**config.mk**
```make
export PLATFORM = sky130hd
export DESIGN_NAME = exception_unit
export DESIGN_NICKNAME = d
export VERILOG_FILES = /design/src/hdl/mips_pkg.sv /design/src/hdl/commit_stage.sv /design/src/hdl/cp0_regs.sv /design/src/hdl/exception.sv /design/src/hdl/exception_unit.sv
export VERILOG_INCLUDE_DIRS = /design/src /design/src/hdl
export SDC_FILE = /design/constraint.sdc
export NUM_CORES = 1
export LEC_CHECK = 0
export BUFFER_PORTS_ARGS = -buffer_cell sky130_fd_sc_hd__buf_2
export CAP_MARGIN = 20
export CORE_MARGIN = 2
export CORE_UTILIZATION = 30
export CTS_CLUSTER_SIZE = 8
export DETAILED_ROUTE_END_ITERATION = 10
export PLACE_DENSITY_LB_ADDON = 0.3
export SETUP_SLACK_MARGIN = 0.3
export SYNTH_ARGS = -nofsm -noshare
export SYNTH_HDL_FRONTEND = slang
export SYNTH_SLANG_ARGS = --single-unit
```
**constraint.sdc**
```tcl
create_clock -name clk -period 6.05 [get_ports clk]
set_clock_uncertainty 0.2 [all_clocks]
set_input_delay 1.815 -clock clk [delete_from_list [all_inputs] [get_ports clk]]
set_output_delay 1.815 -clock clk [all_outputs]
set_load 0.01 [all_outputs]
```
**src/hdl/mips_macros.svh**
```systemverilog
`ifndef MIPS_MACROS_SVH
`define MIPS_MACROS_SVH

// datapath widths
`define WORD_W      32
`define EXC_CODE_W  5
`define HW_INT_W    6
`define CP0_ADDR_W  5

// Cause.ExcCode values
`define CODE_INT    5'd0
`define CODE_ADEL   5'd4
`define CODE_ADES   5'd5
`define CODE_SYS    5'd8
`define CODE_BP     5'd9
`define CODE_RI     5'd10
`define CODE_OV     5'd12

// CP0 register numbers, select 0 only
`define CP0_BADVADDR  5'd8
`define CP0_STATUS    5'd12
`define CP0_CAUSE     5'd13
`define CP0_EPC       5'd14

// single exception entry, no BEV or EXL offsets
`define EXC_ENTRY   32'hBFC00380

// delay slot correction for EPC
`define INSTR_BYTES 32'd4

`endif

```
**src/hdl/mips_pkg.sv**
```systemverilog
`default_nettype none

`include "mips_macros.svh"

package mips_pkg;

    typedef logic [`WORD_W-1:0]     word_t;
    typedef logic [`EXC_CODE_W-1:0] exc_code_t;
    typedef logic [`CP0_ADDR_W-1:0] cp0_addr_t;

    // pending and enabled interrupts, Cause.IP & Status.IM
    typedef logic [7:0] interrupt_info_t;

    typedef struct packed {
        logic [15:0] zero_hi;
        logic [7:0]  im;
        logic [5:0]  zero_lo;
        logic        exl;
        logic        ie;
    } cp0_status_t;

    typedef struct packed {
        logic        bd;
        logic [14:0] zero_hi;
        logic [7:0]  ip;
        logic        zero_mid;
        exc_code_t   exc_code;
        logic [1:0]  zero_lo;
    } cp0_cause_t;

    typedef struct packed {
        cp0_status_t status;
        cp0_cause_t  cause;
        word_t       epc;
        word_t       badvaddr;
    } cp0_regs_t;

    // one retiring instruction as seen by the commit end
    typedef struct packed {
        word_t     pc;
        word_t     vaddr;
        logic      in_delay_slot;
        logic      exception_instr;
        logic      exception_ri;
        logic      exception_of;
        logic      exception_sys;
        logic      exception_bp;
        logic      exception_load;
        logic      exception_save;
        logic      is_eret;
        logic      is_mtc0;
        cp0_addr_t cp0_waddr;
        word_t     cp0_wdata;
    } commit_t;

    typedef struct packed {
        logic      valid;
        exc_code_t code;
        word_t     pc;
        logic      in_delay_slot;
        word_t     badvaddr;
        word_t     location;
    } exception_t;

    typedef struct packed {
        word_t target;
        logic  is_exception;
    } redirect_t;

endpackage

`default_nettype wire

```
**src/hdl/commit_stage.sv**
```systemverilog
`timescale 1ns/100ps
`default_nettype none

`include "mips_macros.svh"

module commit_stage (
    input  logic                 clk,
    input  logic                 rst,
    input  logic                 commit_valid,
    output logic                 commit_ready,
    input  mips_pkg::commit_t    commit_data,
    output logic                 held_valid,
    output mips_pkg::commit_t    held,
    input  mips_pkg::exception_t exc,
    input  mips_pkg::word_t      epc,
    output logic                 redirect_valid,
    input  logic                 redirect_ready,
    output mips_pkg::redirect_t  redirect,
    output logic                 retire
);

    logic need_redirect;
    logic accept;

    // an exception or ERET has to steer fetch before leaving
    assign need_redirect = held_valid & (exc.valid | held.is_eret);

    assign redirect_valid = need_redirect;

    always_comb begin
        redirect.is_exception = exc.valid;
        // exception wins over a simultaneous ERET
        if (exc.valid) begin
            redirect.target = exc.location;
        end else begin
            redirect.target = epc;
        end
    end

    // leaves at once, or on the redirect handshake
    assign retire = held_valid & (~need_redirect | redirect_ready);

    assign commit_ready = ~held_valid | retire;
    assign accept       = commit_valid & commit_ready;

    always_ff @(posedge clk) begin
        if (rst) begin
            held_valid <= 1'b0;
        end else if (commit_ready) begin
            held_valid <= commit_valid;
        end
    end

    // instruction payload, loaded on every accepted transfer
    always_ff @(posedge clk) begin
        if (accept) begin
            held <= commit_data;
        end
    end

    // stalled redirect must not move until fetch takes it
    redirect_stable_a: assert property (
        @(posedge clk) disable iff (rst)
        redirect_valid && !redirect_ready |=>
            redirect_valid && $stable(redirect) && $stable(held)
    ) else $error("redirect changed while stalled");

    // a retired instruction is gone unless a new one came in
    retire_clears_a: assert property (
        @(posedge clk) disable iff (rst)
        retire && !accept |=> !held_valid
    ) else $error("held instruction stayed after retire");

endmodule

`default_nettype wire

```
**src/hdl/cp0_regs.sv**
```systemverilog
`timescale 1ns/100ps
`default_nettype none

`include "mips_macros.svh"

module cp0_regs (
    input  logic                      clk,
    input  logic                      rst,
    input  logic [`HW_INT_W-1:0]      hw_int,
    input  logic                      retire,
    input  mips_pkg::commit_t         held,
    input  mips_pkg::exception_t      exc,
    output mips_pkg::cp0_regs_t       regs,
    output mips_pkg::interrupt_info_t interrupt_info,
    input  mips_pkg::cp0_addr_t       cp0_raddr,
    output mips_pkg::word_t           cp0_rdata
);

    mips_pkg::cp0_status_t wr_status;
    mips_pkg::cp0_cause_t  wr_cause;
    mips_pkg::word_t       exc_epc;
    logic                  take_exc;
    logic                  take_eret;
    logic                  take_mtc0;
    logic                  addr_fault;

    // MTC0 data viewed as the register layouts
    assign wr_status = mips_pkg::cp0_status_t'(held.cp0_wdata);
    assign wr_cause  = mips_pkg::cp0_cause_t'(held.cp0_wdata);

    // branch address for an instruction in a delay slot
    assign exc_epc = exc.in_delay_slot ? exc.pc - `INSTR_BYTES : exc.pc;

    assign addr_fault = (exc.code == `CODE_ADEL) | (exc.code == `CODE_ADES);

    // one update per instruction with the exception first
    assign take_exc  = retire & exc.valid;
    assign take_eret = retire & ~exc.valid & held.is_eret;
    assign take_mtc0 = retire & ~exc.valid & ~held.is_eret & held.is_mtc0;

    always_ff @(posedge clk) begin
        if (rst) begin
            regs <= '0;
        end else begin
            // hardware lines are level sensitive
            regs.cause.ip[7:2] <= hw_int;

            if (take_exc) begin
                regs.epc            <= exc_epc;
                regs.cause.bd       <= exc.in_delay_slot;
                regs.cause.exc_code <= exc.code;
                regs.status.exl    <= 1'b1;
                if (addr_fault) begin
                    regs.badvaddr <= exc.badvaddr;
                end
            end

            if (take_eret) begin
                regs.status.exl <= 1'b0;
            end

            if (take_mtc0) begin
                case (held.cp0_waddr)
                    `CP0_STATUS: begin
                        regs.status.im  <= wr_status.im;
                        regs.status.exl <= wr_status.exl;
                        regs.status.ie  <= wr_status.ie;
                    end
                    `CP0_CAUSE: begin
                        // software interrupt bits only
                        regs.cause.ip[1:0] <= wr_cause.ip[1:0];
                    end
                    `CP0_EPC: begin
                        regs.epc <= held.cp0_wdata;
                    end
                    `CP0_BADVADDR: begin
                        regs.badvaddr <= held.cp0_wdata;
                    end
                    default: begin
                    end
                endcase
            end
        end
    end

    assign interrupt_info = regs.cause.ip & regs.status.im;

    // read port returns zero for unimplemented numbers
    always_comb begin
        case (cp0_raddr)
            `CP0_STATUS:   cp0_rdata = regs.status;
            `CP0_CAUSE:    cp0_rdata = regs.cause;
            `CP0_EPC:      cp0_rdata = regs.epc;
            `CP0_BADVADDR: cp0_rdata = regs.badvaddr;
            default:       cp0_rdata = '0;
        endcase
    end

    // architectural state moves only when an instruction retires
    retire_only_a: assert property (
        @(posedge clk) disable iff (rst)
        !retire |=> $stable(regs.status) && $stable(regs.epc) && $stable(regs.badvaddr)
                    && $stable(regs.cause.bd) && $stable(regs.cause.exc_code)
    ) else $error("CP0 state changed without a retiring instruction");

endmodule

`default_nettype wire

```
**src/hdl/exception.sv**
```systemverilog
`timescale 1ns/100ps
`default_nettype none

`include "mips_macros.svh"

module exception (
    input  logic                      rst,
    input  logic                      held_valid,
    input  mips_pkg::commit_t         held,
    input  mips_pkg::cp0_regs_t       cp0,
    input  mips_pkg::interrupt_info_t interrupt_info,
    output mips_pkg::exception_t      exc
);

    logic                interrupt_valid;
    logic                flag_valid;
    mips_pkg::exc_code_t flag_code;

    // only a real instruction can carry the interrupt
    assign interrupt_valid = held_valid
                           & (interrupt_info != '0)
                           & cp0.status.ie
                           & ~cp0.status.exl;

    // fixed priority among the instruction's own flags
    always_comb begin
        flag_valid = held_valid;
        flag_code  = '0;
        if (held.exception_instr) begin
            flag_code = `CODE_ADEL;
        end else if (held.exception_ri) begin
            flag_code = `CODE_RI;
        end else if (held.exception_of) begin
            flag_code = `CODE_OV;
        end else if (held.exception_sys) begin
            flag_code = `CODE_SYS;
        end else if (held.exception_bp) begin
            flag_code = `CODE_BP;
        end else if (held.exception_load) begin
            flag_code = `CODE_ADEL;
        end else if (held.exception_save) begin
            flag_code = `CODE_ADES;
        end else begin
            flag_valid = 1'b0;
        end
    end

    always_comb begin
        exc.valid         = (interrupt_valid | flag_valid) & ~rst;
        exc.code          = interrupt_valid ? `CODE_INT : flag_code;
        exc.pc            = held.pc;
        exc.in_delay_slot = held.in_delay_slot;
        // a fetch error faults on the pc itself
        exc.badvaddr      = held.exception_instr ? held.pc : held.vaddr;
        exc.location      = `EXC_ENTRY;
    end

endmodule

`default_nettype wire

```
**src/hdl/exception_unit.sv**
```systemverilog
`timescale 1ns/100ps
`default_nettype none

`include "mips_macros.svh"

module exception_unit (
    input  logic                 clk,
    input  logic                 rst,
    input  logic                 commit_valid,
    output logic                 commit_ready,
    input  mips_pkg::commit_t    commit_data,
    output logic                 redirect_valid,
    input  logic                 redirect_ready,
    output mips_pkg::redirect_t  redirect,
    input  logic [`HW_INT_W-1:0] hw_int,
    input  mips_pkg::cp0_addr_t  cp0_raddr,
    output mips_pkg::word_t      cp0_rdata
);

    // instruction in the commit register
    logic                      held_valid;
    mips_pkg::commit_t         held;
    logic                      retire;

    // cause selection and CP0 state
    mips_pkg::exception_t      exc;
    mips_pkg::cp0_regs_t       cp0;
    mips_pkg::interrupt_info_t interrupt_info;

    commit_stage i_commit_stage (
        .clk            (clk),
        .rst            (rst),
        .commit_valid   (commit_valid),
        .commit_ready   (commit_ready),
        .commit_data    (commit_data),
        .held_valid     (held_valid),
        .held           (held),
        .exc            (exc),
        .epc            (cp0.epc),
        .redirect_valid (redirect_valid),
        .redirect_ready (redirect_ready),
        .redirect       (redirect),
        .retire         (retire)
    );

    exception i_exception (
        .rst            (rst),
        .held_valid     (held_valid),
        .held           (held),
        .cp0            (cp0),
        .interrupt_info (interrupt_info),
        .exc            (exc)
    );

    cp0_regs i_cp0_regs (
        .clk            (clk),
        .rst            (rst),
        .hw_int         (hw_int),
        .retire         (retire),
        .held           (held),
        .exc            (exc),
        .regs           (cp0),
        .interrupt_info (interrupt_info),
        .cp0_raddr      (cp0_raddr),
        .cp0_rdata      (cp0_rdata)
    );

endmodule

`default_nettype wire

```
==> results of run 1 <==
==> state kept, by name, summed over array words and instances, names as in the netlist <==
| register | flops |
|---|---|
| i_commit_stage.held | 111 |
| i_cp0_regs.regs | 87 |
| i_commit_stage.held_valid | 1 |
==> per-stage QoR <==
step	worst slack (ps)	total power, mW	cells
floorplan	1100	1.68	819
global placement	821	1.79	1359
detailed placement	784	1.80	1360
CTS	799	2.93	1392
global route	714	3.01	1393
finish	798	2.90	1393
==> kinds of logic (layout without fill, tap and decap cells) <==
group                      Yosys count  in the layout  share of synthesized area
and+or+nand+nor                    281            281                      0.177
buffers and inverters               72            255                     0.0355
AOI/OAI and AO/OA                  191            191                      0.147
xor gates and xnor gates            28             28                     0.0270
muxes                               47             47                     0.0517
other                                0              1                          0
DFF                                199            199                      0.560
adders and majority gates            1              1                    0.00138
==> layout make-up <==
cell class                      instances  share of cell area
Sequential cell                       199               0.461
Multi-Input combinational cell        548               0.337
Timing Repair Buffer                  210               0.102
Tap cell                              390              0.0441
Clock buffer                           18              0.0397
Clock inverter                         14              0.0118
Inverter                               13             0.00441
Antenna cell                            1            0.000226
==> metal layers <==
layer / vias up / share of wire
met4: 0 / 0.016
met5: - / 0
met1: 3585 / 0.46
met3: 36 / 0.048
met2: 253 / 0.48
li1: 3414 / -
==> critical path, cell delays in order <==
cell,delay (ps)
buf_2,100
nand3b_1,220
nor3b_2,200
buf_4,450
a22oi_1,160
nand2_1,130
buf_2,140
==> path summary, 6_finish.rpt <==
check | startpoint | endpoint | slack (ps) | cells after the start
setup / recovery | cp0_raddr[4] | cp0_rdata[15] | 800 | 7
hold / removal | i_cp0_regs.regs[66] | i_cp0_regs.regs[66] | 260 | 2
hold reg to reg | i_cp0_regs.regs[66] | i_cp0_regs.regs[66] | 260 | 2
setup reg to reg | i_cp0_regs.regs[107] | i_commit_stage.held[93] | 2670 | 7
==> power by group through the flow <==
stage / sequential, mW / clock, mW / combinational [mW]
2_1_floorplan: 1.56 / 0 / 0.123
3_3_place_gp: 1.58 / 0 / 0.213
3_5_place_dp: 1.58 / 0 / 0.215
4_1_cts: 1.55 / 1.16 / 0.216
5_1_grt: 1.56 / 1.22 / 0.234
6_report: 1.55 / 1.13 / 0.214
==> cells in the final DEF, fill, tap and decap left out, types with 7 or more instances in the layout <==
cell       instances
nand2_1           99
edfxtp_1         111
xor2_1            11
inv_6              7
a21oi_1           52
o221ai_1          32
nor2b_1           27
a22o_1            17
nand3b_1          34
nor2_1            21
a22oi_1           20
inv_1             13
o21ai_0           23
dfxtp_1           88
o211ai_1          15
buf_2            192
mux2i_1           47
a222oi_1           7
nand3_1           13
or2_2             17
clkbuf_16         17
xnor2_1           17
nor3_1            11
nor4_1             8
buf_4             16
nand4b_1          16
==> flow_summary.ini, run 1 <==
[outcome]
outcome = finished, final reports clean

[placement]
gp_congestion = 0.822
place_area_sq_um = 10500
port-buffer-count = 192
dp_hpwl_mm = 19.3

[pwr]
switching_power_mw = 0.746
p_int_mw = 2.15
vdd_drop_max_mv = 0.197
cellLeakagePower_nw = 4.18
power_frac_comb = 0.074
p_sw_frac = 0.257
power_frac_seq = 0.535
power_frac_clock = 0.391
powerDensity_nw_per_um2 = 262

[cts]
cts_buffers = 17
insertion_delay_ps = 450
h-tree-depth = 4
clk_pin_slew_ps = 90
holdBufCountCts = 0
post_cts_buffers = 0
clk_path_buf_depth = 2
cts_root_buffer = clkbuf_16
cts-resized-gates = 0
cts_tree = yes
cts_sinks = 199

[floorplanning]
initial_core_util = 0.306
die_x_um = 178
pin_count = 193
die_h_um = 178
rows = 63
core-area_sq_um = 29700
die_area_sq_um = 31700

[timing]
finalSetupTns_ps = 0
finalSetupViolations = 0
whs_ps = 262
min_period_ps = 5250
max_clock_freq_mhz = 190
worst_slew_pin_slew_ps = 940
rsz0062_at_grt = no
slew-limit-headroom = 0.373
finalCritPeriodShare = 0.868
drv_slew = 0
final_hold_viol_count = 0

[yosys]
synth_ff_type = edfxtp_1
yosysMostFrequentCell = edfxtp_1
synth-seq-cells = 199
synthTopCellsByCount = edfxtp_1 (111), nand2_1 (99), dfxtp_1 (88)
yosys_warnings = 0
syn-cell-area_sq_um = 9090
syn_inst = 819
synth_edf_count = 111
synth_nets = 946
synth_top_area_cell = edfxtp_1
async_reset_ff_frac = 0
seq_area_frac_synth = 0.560
synth_top_cell_area_share = 0.367
synth_cell_types = 59
postSynthAreaPerCell_sq_um = 11.1
synthTopCellsByArea = edfxtp_1 (37%), dfxtp_1 (19%), mux2i_1 (5.2%)

[grt]
grt_antenna_before_repair = 1
track_usage = 0.185
grt_pass1_wl_mm = 43.5
use_met1 = 0.250
grt_pass1_vias = 7297
met3_usage = 0.0305
grt-busiest-layer = met2
met2_usage = 0.302
grt-ovfl-total = 0
grt_max_degree = 83

[final_layout]
seq_area_sq_um = 5090
areaGrowthSynthToFinish_pct = 21.6
drive_gt1_frac = 0.281
fin_util = 0.372
final_cell_area_sq_um = 11100
multi_input_area_sq_um = 3730
final_nets = 1116
num-fill-cells = 2968

[setup_path]
cp_max_fo = 32
crit_arrival_ps = 3240
end_kind = output port
start_kind = input port
worstSetupPathType = input port to output port
required_ps = 4030

[route]
drt-pass1-iter-count = 5
drcViolationCount = 0
wire_per_inst_um = 21.0
wirelength_mm = 29.2
num_vias = 7288
via_per_inst = 5.23
ant_nets = 0
drt_iter0_drc = 612

[hold_path]
hp-class = flip-flop to flip-flop

[job]
cap_violations = 0
Note: power is estimated with default switching activity, not from simulation.
==> run 2: changes to the inputs <==
--- a/config.mk
+++ b/config.mk
@@ -12,7 +12,7 @@
 export CORE_UTILIZATION = 30
 export CTS_CLUSTER_SIZE = 8
 export DETAILED_ROUTE_END_ITERATION = 10
-export PLACE_DENSITY_LB_ADDON = 0.3
+export PLACE_DENSITY = 0.57
 export SETUP_SLACK_MARGIN = 0.3
 export SYNTH_ARGS = -nofsm -noshare
 export SYNTH_HDL_FRONTEND = slang
==> run 2 against run 1 <==
Critical path depth stayed put. Register-to-register slack worse by 200 ps. Design area hardly changed. Highest routed layer unchanged. Sequential share of layout area hardly changed. First-iteration DRC count is 5.4% lower. Combinational power is 2% lower. Worst setup slack better by 23 ps.
==> flow_summary.ini, run 2 (same netlist as run 1, synthesis figures left out) <==
[final_layout]
layoutNonFillerInstCount = 1393
areaGrowthSynthToFinish_pct = 21.6
reg_top3 = i_commit_stage.held: 111 flops, i_cp0_regs.regs: 87 flops, i_commit_stage.held_valid: 1 flops
mostFrequentLayoutCell = buf_2
final_nets = 1116
drive_gt1_frac = 0.279
regMostFlops = i_commit_stage.held
largest_register_ffs = 111
layout_common_cells = buf_2 (192), edfxtp_1 (111), nand2_1 (99)

[timing]
finalSetupTns_ps = 0
finalCritPeriodShare = 0.864
finalSetupViolations = 0
drv_slew = 0
rsz0062_at_grt = no
min_period_ps = 5230
max_clock_freq_mhz = 191
slew-limit-headroom = 0.307
worst_slew_pin_slew_ps = 1040
final_hold_viol_count = 0

[floorplanning]
die_h_um = 178
die_x_um = 178
pin_count = 193
initial_core_util = 0.306
die_area_sq_um = 31700
rows = 63
core-area_sq_um = 29700

[outcome]
outcome = finished, final reports clean

[pwr]
powerDensity_nw_per_um2 = 263
power_mw = 2.91
cellLeakagePower_nw = 4.18
vdd_drop_max_mv = 0.185

[grt]
track_usage = 0.183
grt_max_degree = 105
grt_pass1_wl_mm = 43.2
grt-ovfl-total = 0
grt_antenna_before_repair = 1
grt_pass1_vias = 7234

[setup_path]
crit_arrival_ps = 3210
start_kind = input port
required_ps = 4030
end_kind = output port
worstSetupPathType = input port to output port
cp_max_fo = 32

[route]
drcViolationCount = 0
wire_per_inst_um = 20.8
via_per_inst = 5.18
drt_iter0_drc = 579
drt-pass1-iter-count = 7
wirelength_mm = 28.9
num_vias = 7216
ant_nets = 0

[cts]
clk_pin_slew_ps = 60
insertion_delay_ps = 440
h-tree-depth = 4
cts_tree = yes
cts_root_buffer = clkbuf_16
cts_buffers = 17
post_cts_buffers = 0
clk_path_buf_depth = 2
cts_sinks = 199
cts-resized-gates = 0
holdBufCountCts = 0

[job]
cap_violations = 0

[placement]
dp_cells = 1360
dp_hpwl_mm = 19.3
port-buffer-count = 192
gp_congestion = 0.815

[hold_path]
hp-class = flip-flop to flip-flop
[run 2: cell count changes in the layout (fill, tap and decap cells not counted), moves of 2 or more]
cell,change
clkinv_2,+2
clkbuf_1,+3
clkbuf_16,+2
inv_8,-3
inv_6,-5
[run 2: worst paths after layout]
path                            start                  endpoint  slack, ps  cells after the start
setup / recovery         cp0_raddr[4]             cp0_rdata[15]        820                      7
setup reg to reg  i_cp0_regs.regs[77]  i_commit_stage.held[107]       2470                      7
hold / removal    i_cp0_regs.regs[66]       i_cp0_regs.regs[66]        260                      2
hold reg to reg   i_cp0_regs.regs[66]       i_cp0_regs.regs[66]        260                      2
[run 2: metrics by stage]
stage | setup WS (ps) | hold WS (ps) | instance area, sq um | utilization
after floorplan | 1100 | 236 | 9090 | -
after global routing | 722 | 282 | 11100 | 0.372
after CTS | 792 | 257 | 11100 | 0.372
final | 821 | 264 | 11100 | 0.372
after detailed placement | 792 | 249 | 10500 | 0.352
after global placement | 805 | 248 | 10500 | 0.352
[run 2: where the power goes]
part	leakage (nW)	total, mW	switching (mW)	internal (mW)
Sequential	1.79	1.55	0.0530	1.50
Combinational	2.10	0.210	0.116	0.0938
Clock	0.285	1.15	0.516	0.632
Total	4.18	2.91	0.685	2.22
[run 2: critical path, stage by stage]
cell	delay (ps)
buf_2	100
nand3b_1	220
nor3b_2	180
buf_4	430
a22oi_1	170
nand2_1	140
buf_2	140
[run 2: routing by layer]
| layer | global-route usage | share of wire |
|---|---|---|
| met5 | 0 | 0 |
| met4 | 0.0564 | 0.016 |
| met3 | 0.0320 | 0.059 |
| met2 | 0.307 | 0.49 |
| met1 | 0.240 | 0.43 |
[run 2: area by class of cell]
class | instances | area [sq um]
tap | 390 | 488
inverter | 13 | 48.8
sequential | 199 | 5090
multi-input combinational | 548 | 3730
antenna | 1 | 2.50
clock buffer | 23 | 500
clock inverter | 9 | 87.6
timing repair buffer | 210 | 1110
fill | 2988 | 18700
==> run 3: changes to the inputs <==
--- a/config.mk
+++ b/config.mk
@@ -9,10 +9,11 @@
 export BUFFER_PORTS_ARGS = -buffer_cell sky130_fd_sc_hd__buf_2
 export CAP_MARGIN = 20
 export CORE_MARGIN = 2
-export CORE_UTILIZATION = 30
+export CORE_UTILIZATION = 51
+export CTS_BUF_LIST = sky130_fd_sc_hd__clkbuf_16
 export CTS_CLUSTER_SIZE = 8
 export DETAILED_ROUTE_END_ITERATION = 10
-export PLACE_DENSITY = 0.57
+export PLACE_DENSITY = 0.83
 export SETUP_SLACK_MARGIN = 0.3
 export SYNTH_ARGS = -nofsm -noshare
 export SYNTH_HDL_FRONTEND = slang
==> run 3 against run 2 <==
Register-to-register slack got worse by 60 ps. Die area fell by 40%. Flip-flop and latch count is the same. Sequential power barely moved. Non-clock buffer count decreased by 1. Cell count down 12%. Largest power group unchanged.
==> flow_summary.ini, run 3 (same netlist as run 1, synthesis figures left out) <==
[outcome]
outcome = finished, final reports clean

[grt]
grt_antenna_before_repair = 4
grt-ovfl-total = 0
track_usage = 0.272
grt_max_degree = 105
grt_pass1_wl_mm = 38.3
grt_pass1_vias = 7047

[hold_path]
hold_start = i_cp0_regs.regs[66]
hold_end = i_cp0_regs.regs[66]
hp-class = flip-flop to flip-flop
whs_path_depth = 2

[final_layout]
layout_common_cells = buf_2 (192), edfxtp_1 (111), nand2_1 (99)
areaGrowthSynthToFinish_pct = 19.2
reg_top3 = i_commit_stage.held: 111 flops, i_cp0_regs.regs: 87 flops, i_commit_stage.held_valid: 1 flops
layoutNonFillerInstCount = 1229
drive_gt1_frac = 0.280
regMostFlops = i_commit_stage.held
final_nets = 1115
largest_register_ffs = 111
mostFrequentLayoutCell = buf_2

[route]
via_per_inst = 6.09
drt_iter0_drc = 895
wirelength_mm = 25.6
num_vias = 7486
drt-pass1-iter-count = 6
drcViolationCount = 0
wire_per_inst_um = 20.8
ant_nets = 0

[cts]
cts_sinks = 199
cts_buffers = 17
cts_root_buffer = clkbuf_16
cts_tree = yes
clk_pin_slew_ps = 70
post_cts_buffers = 0
cts-resized-gates = 0
h-tree-depth = 4
holdBufCountCts = 0
insertion_delay_ps = 430
clk_path_buf_depth = 2

[placement]
gp_congestion = 0.920
port-buffer-count = 192
dp_hpwl_mm = 17.3
dp_cells = 1194

[setup_path]
cp_max_fo = 32
worst-r2r-setup-slack_ps = 2410
reg2reg_depth = 8
r2r_start = i_cp0_regs.regs[109]
worstSetupPathType = input port to output port
end_kind = output port
crit_arrival_ps = 3150
required_ps = 4030
start_kind = input port
r2r_end = i_commit_stage.held[8]

[floorplanning]
die_h_um = 138
die_area_sq_um = 18900
rows = 48
core-area_sq_um = 17400
pin_count = 193
initial_core_util = 0.524
die_x_um = 138

[job]
cap_violations = 0

[timing]
max_clock_freq_mhz = 194
slew-limit-headroom = 0.279
rsz0062_at_grt = no
finalCritPeriodShare = 0.853
min_period_ps = 5160
whs_ps = 274
drv_slew = 0
final_hold_viol_count = 0
finalSetupViolations = 0
worst_slew_pin_slew_ps = 1080
finalSetupTns_ps = 0

[pwr]
cellLeakagePower_nw = 4.17
powerDensity_nw_per_um2 = 268
vdd_drop_max_mv = 0.185
[run 3: worst max-delay path by stage]
stage | start | end | slack [ps]
finish | cp0_raddr[4] | cp0_rdata[6] | 890
global route | cp0_raddr[4] | cp0_rdata[31] | 820
CTS | cp0_raddr[4] | cp0_rdata[6] | 920
detailed placement | cp0_raddr[4] | cp0_rdata[6] | 930
global placement | cp0_raddr[4] | cp0_rdata[6] | 990
floorplan | cp0_raddr[4] | cp0_rdata[1] | 1100
[run 3: stage by stage]
step	worst slack [ps]	instance area, sq um	total power, mW	util
floorplan	1100	9090	1.68	-
global placement	987	10200	1.78	0.590
detailed placement	929	10200	1.79	0.590
CTS	921	10800	2.92	0.624
global route	820	10800	3.00	0.624
finish	890	10800	2.90	0.624
[run 3: routing by layer]
layer	up-vias	share of wire	track usage
li1	3413	-	-
met1	3552	0.41	0.370
met2	466	0.46	0.417
met3	55	0.10	0.0717
met4	0	0.026	0.108
met5	-	0	0
[run 3: layout make-up]
cell class / count / area (sq um)
inverter: 13 / 48.8
multi-input combinational: 548 / 3720
tap: 225 / 282
fill: 1372 / 6520
timing repair buffer: 209 / 1090
clock inverter: 15 / 168
clock buffer: 17 / 425
antenna: 3 / 7.51
sequential: 199 / 5090
[run 3: power breakdown]
group          total, mW  switching, mW  internal [mW]  leakage (nW)
combinational      0.210          0.116         0.0939          2.09
sequential          1.55         0.0530           1.50          1.79
clock               1.14          0.522          0.621         0.287
total               2.90          0.691           2.21          4.17
[run 3: worst max-delay path: stages]
cell and delay, ps:
buf_2 100, nand3b_1 210, nor3b_2 190, buf_4 420, a22o_1 250, buf_2 150
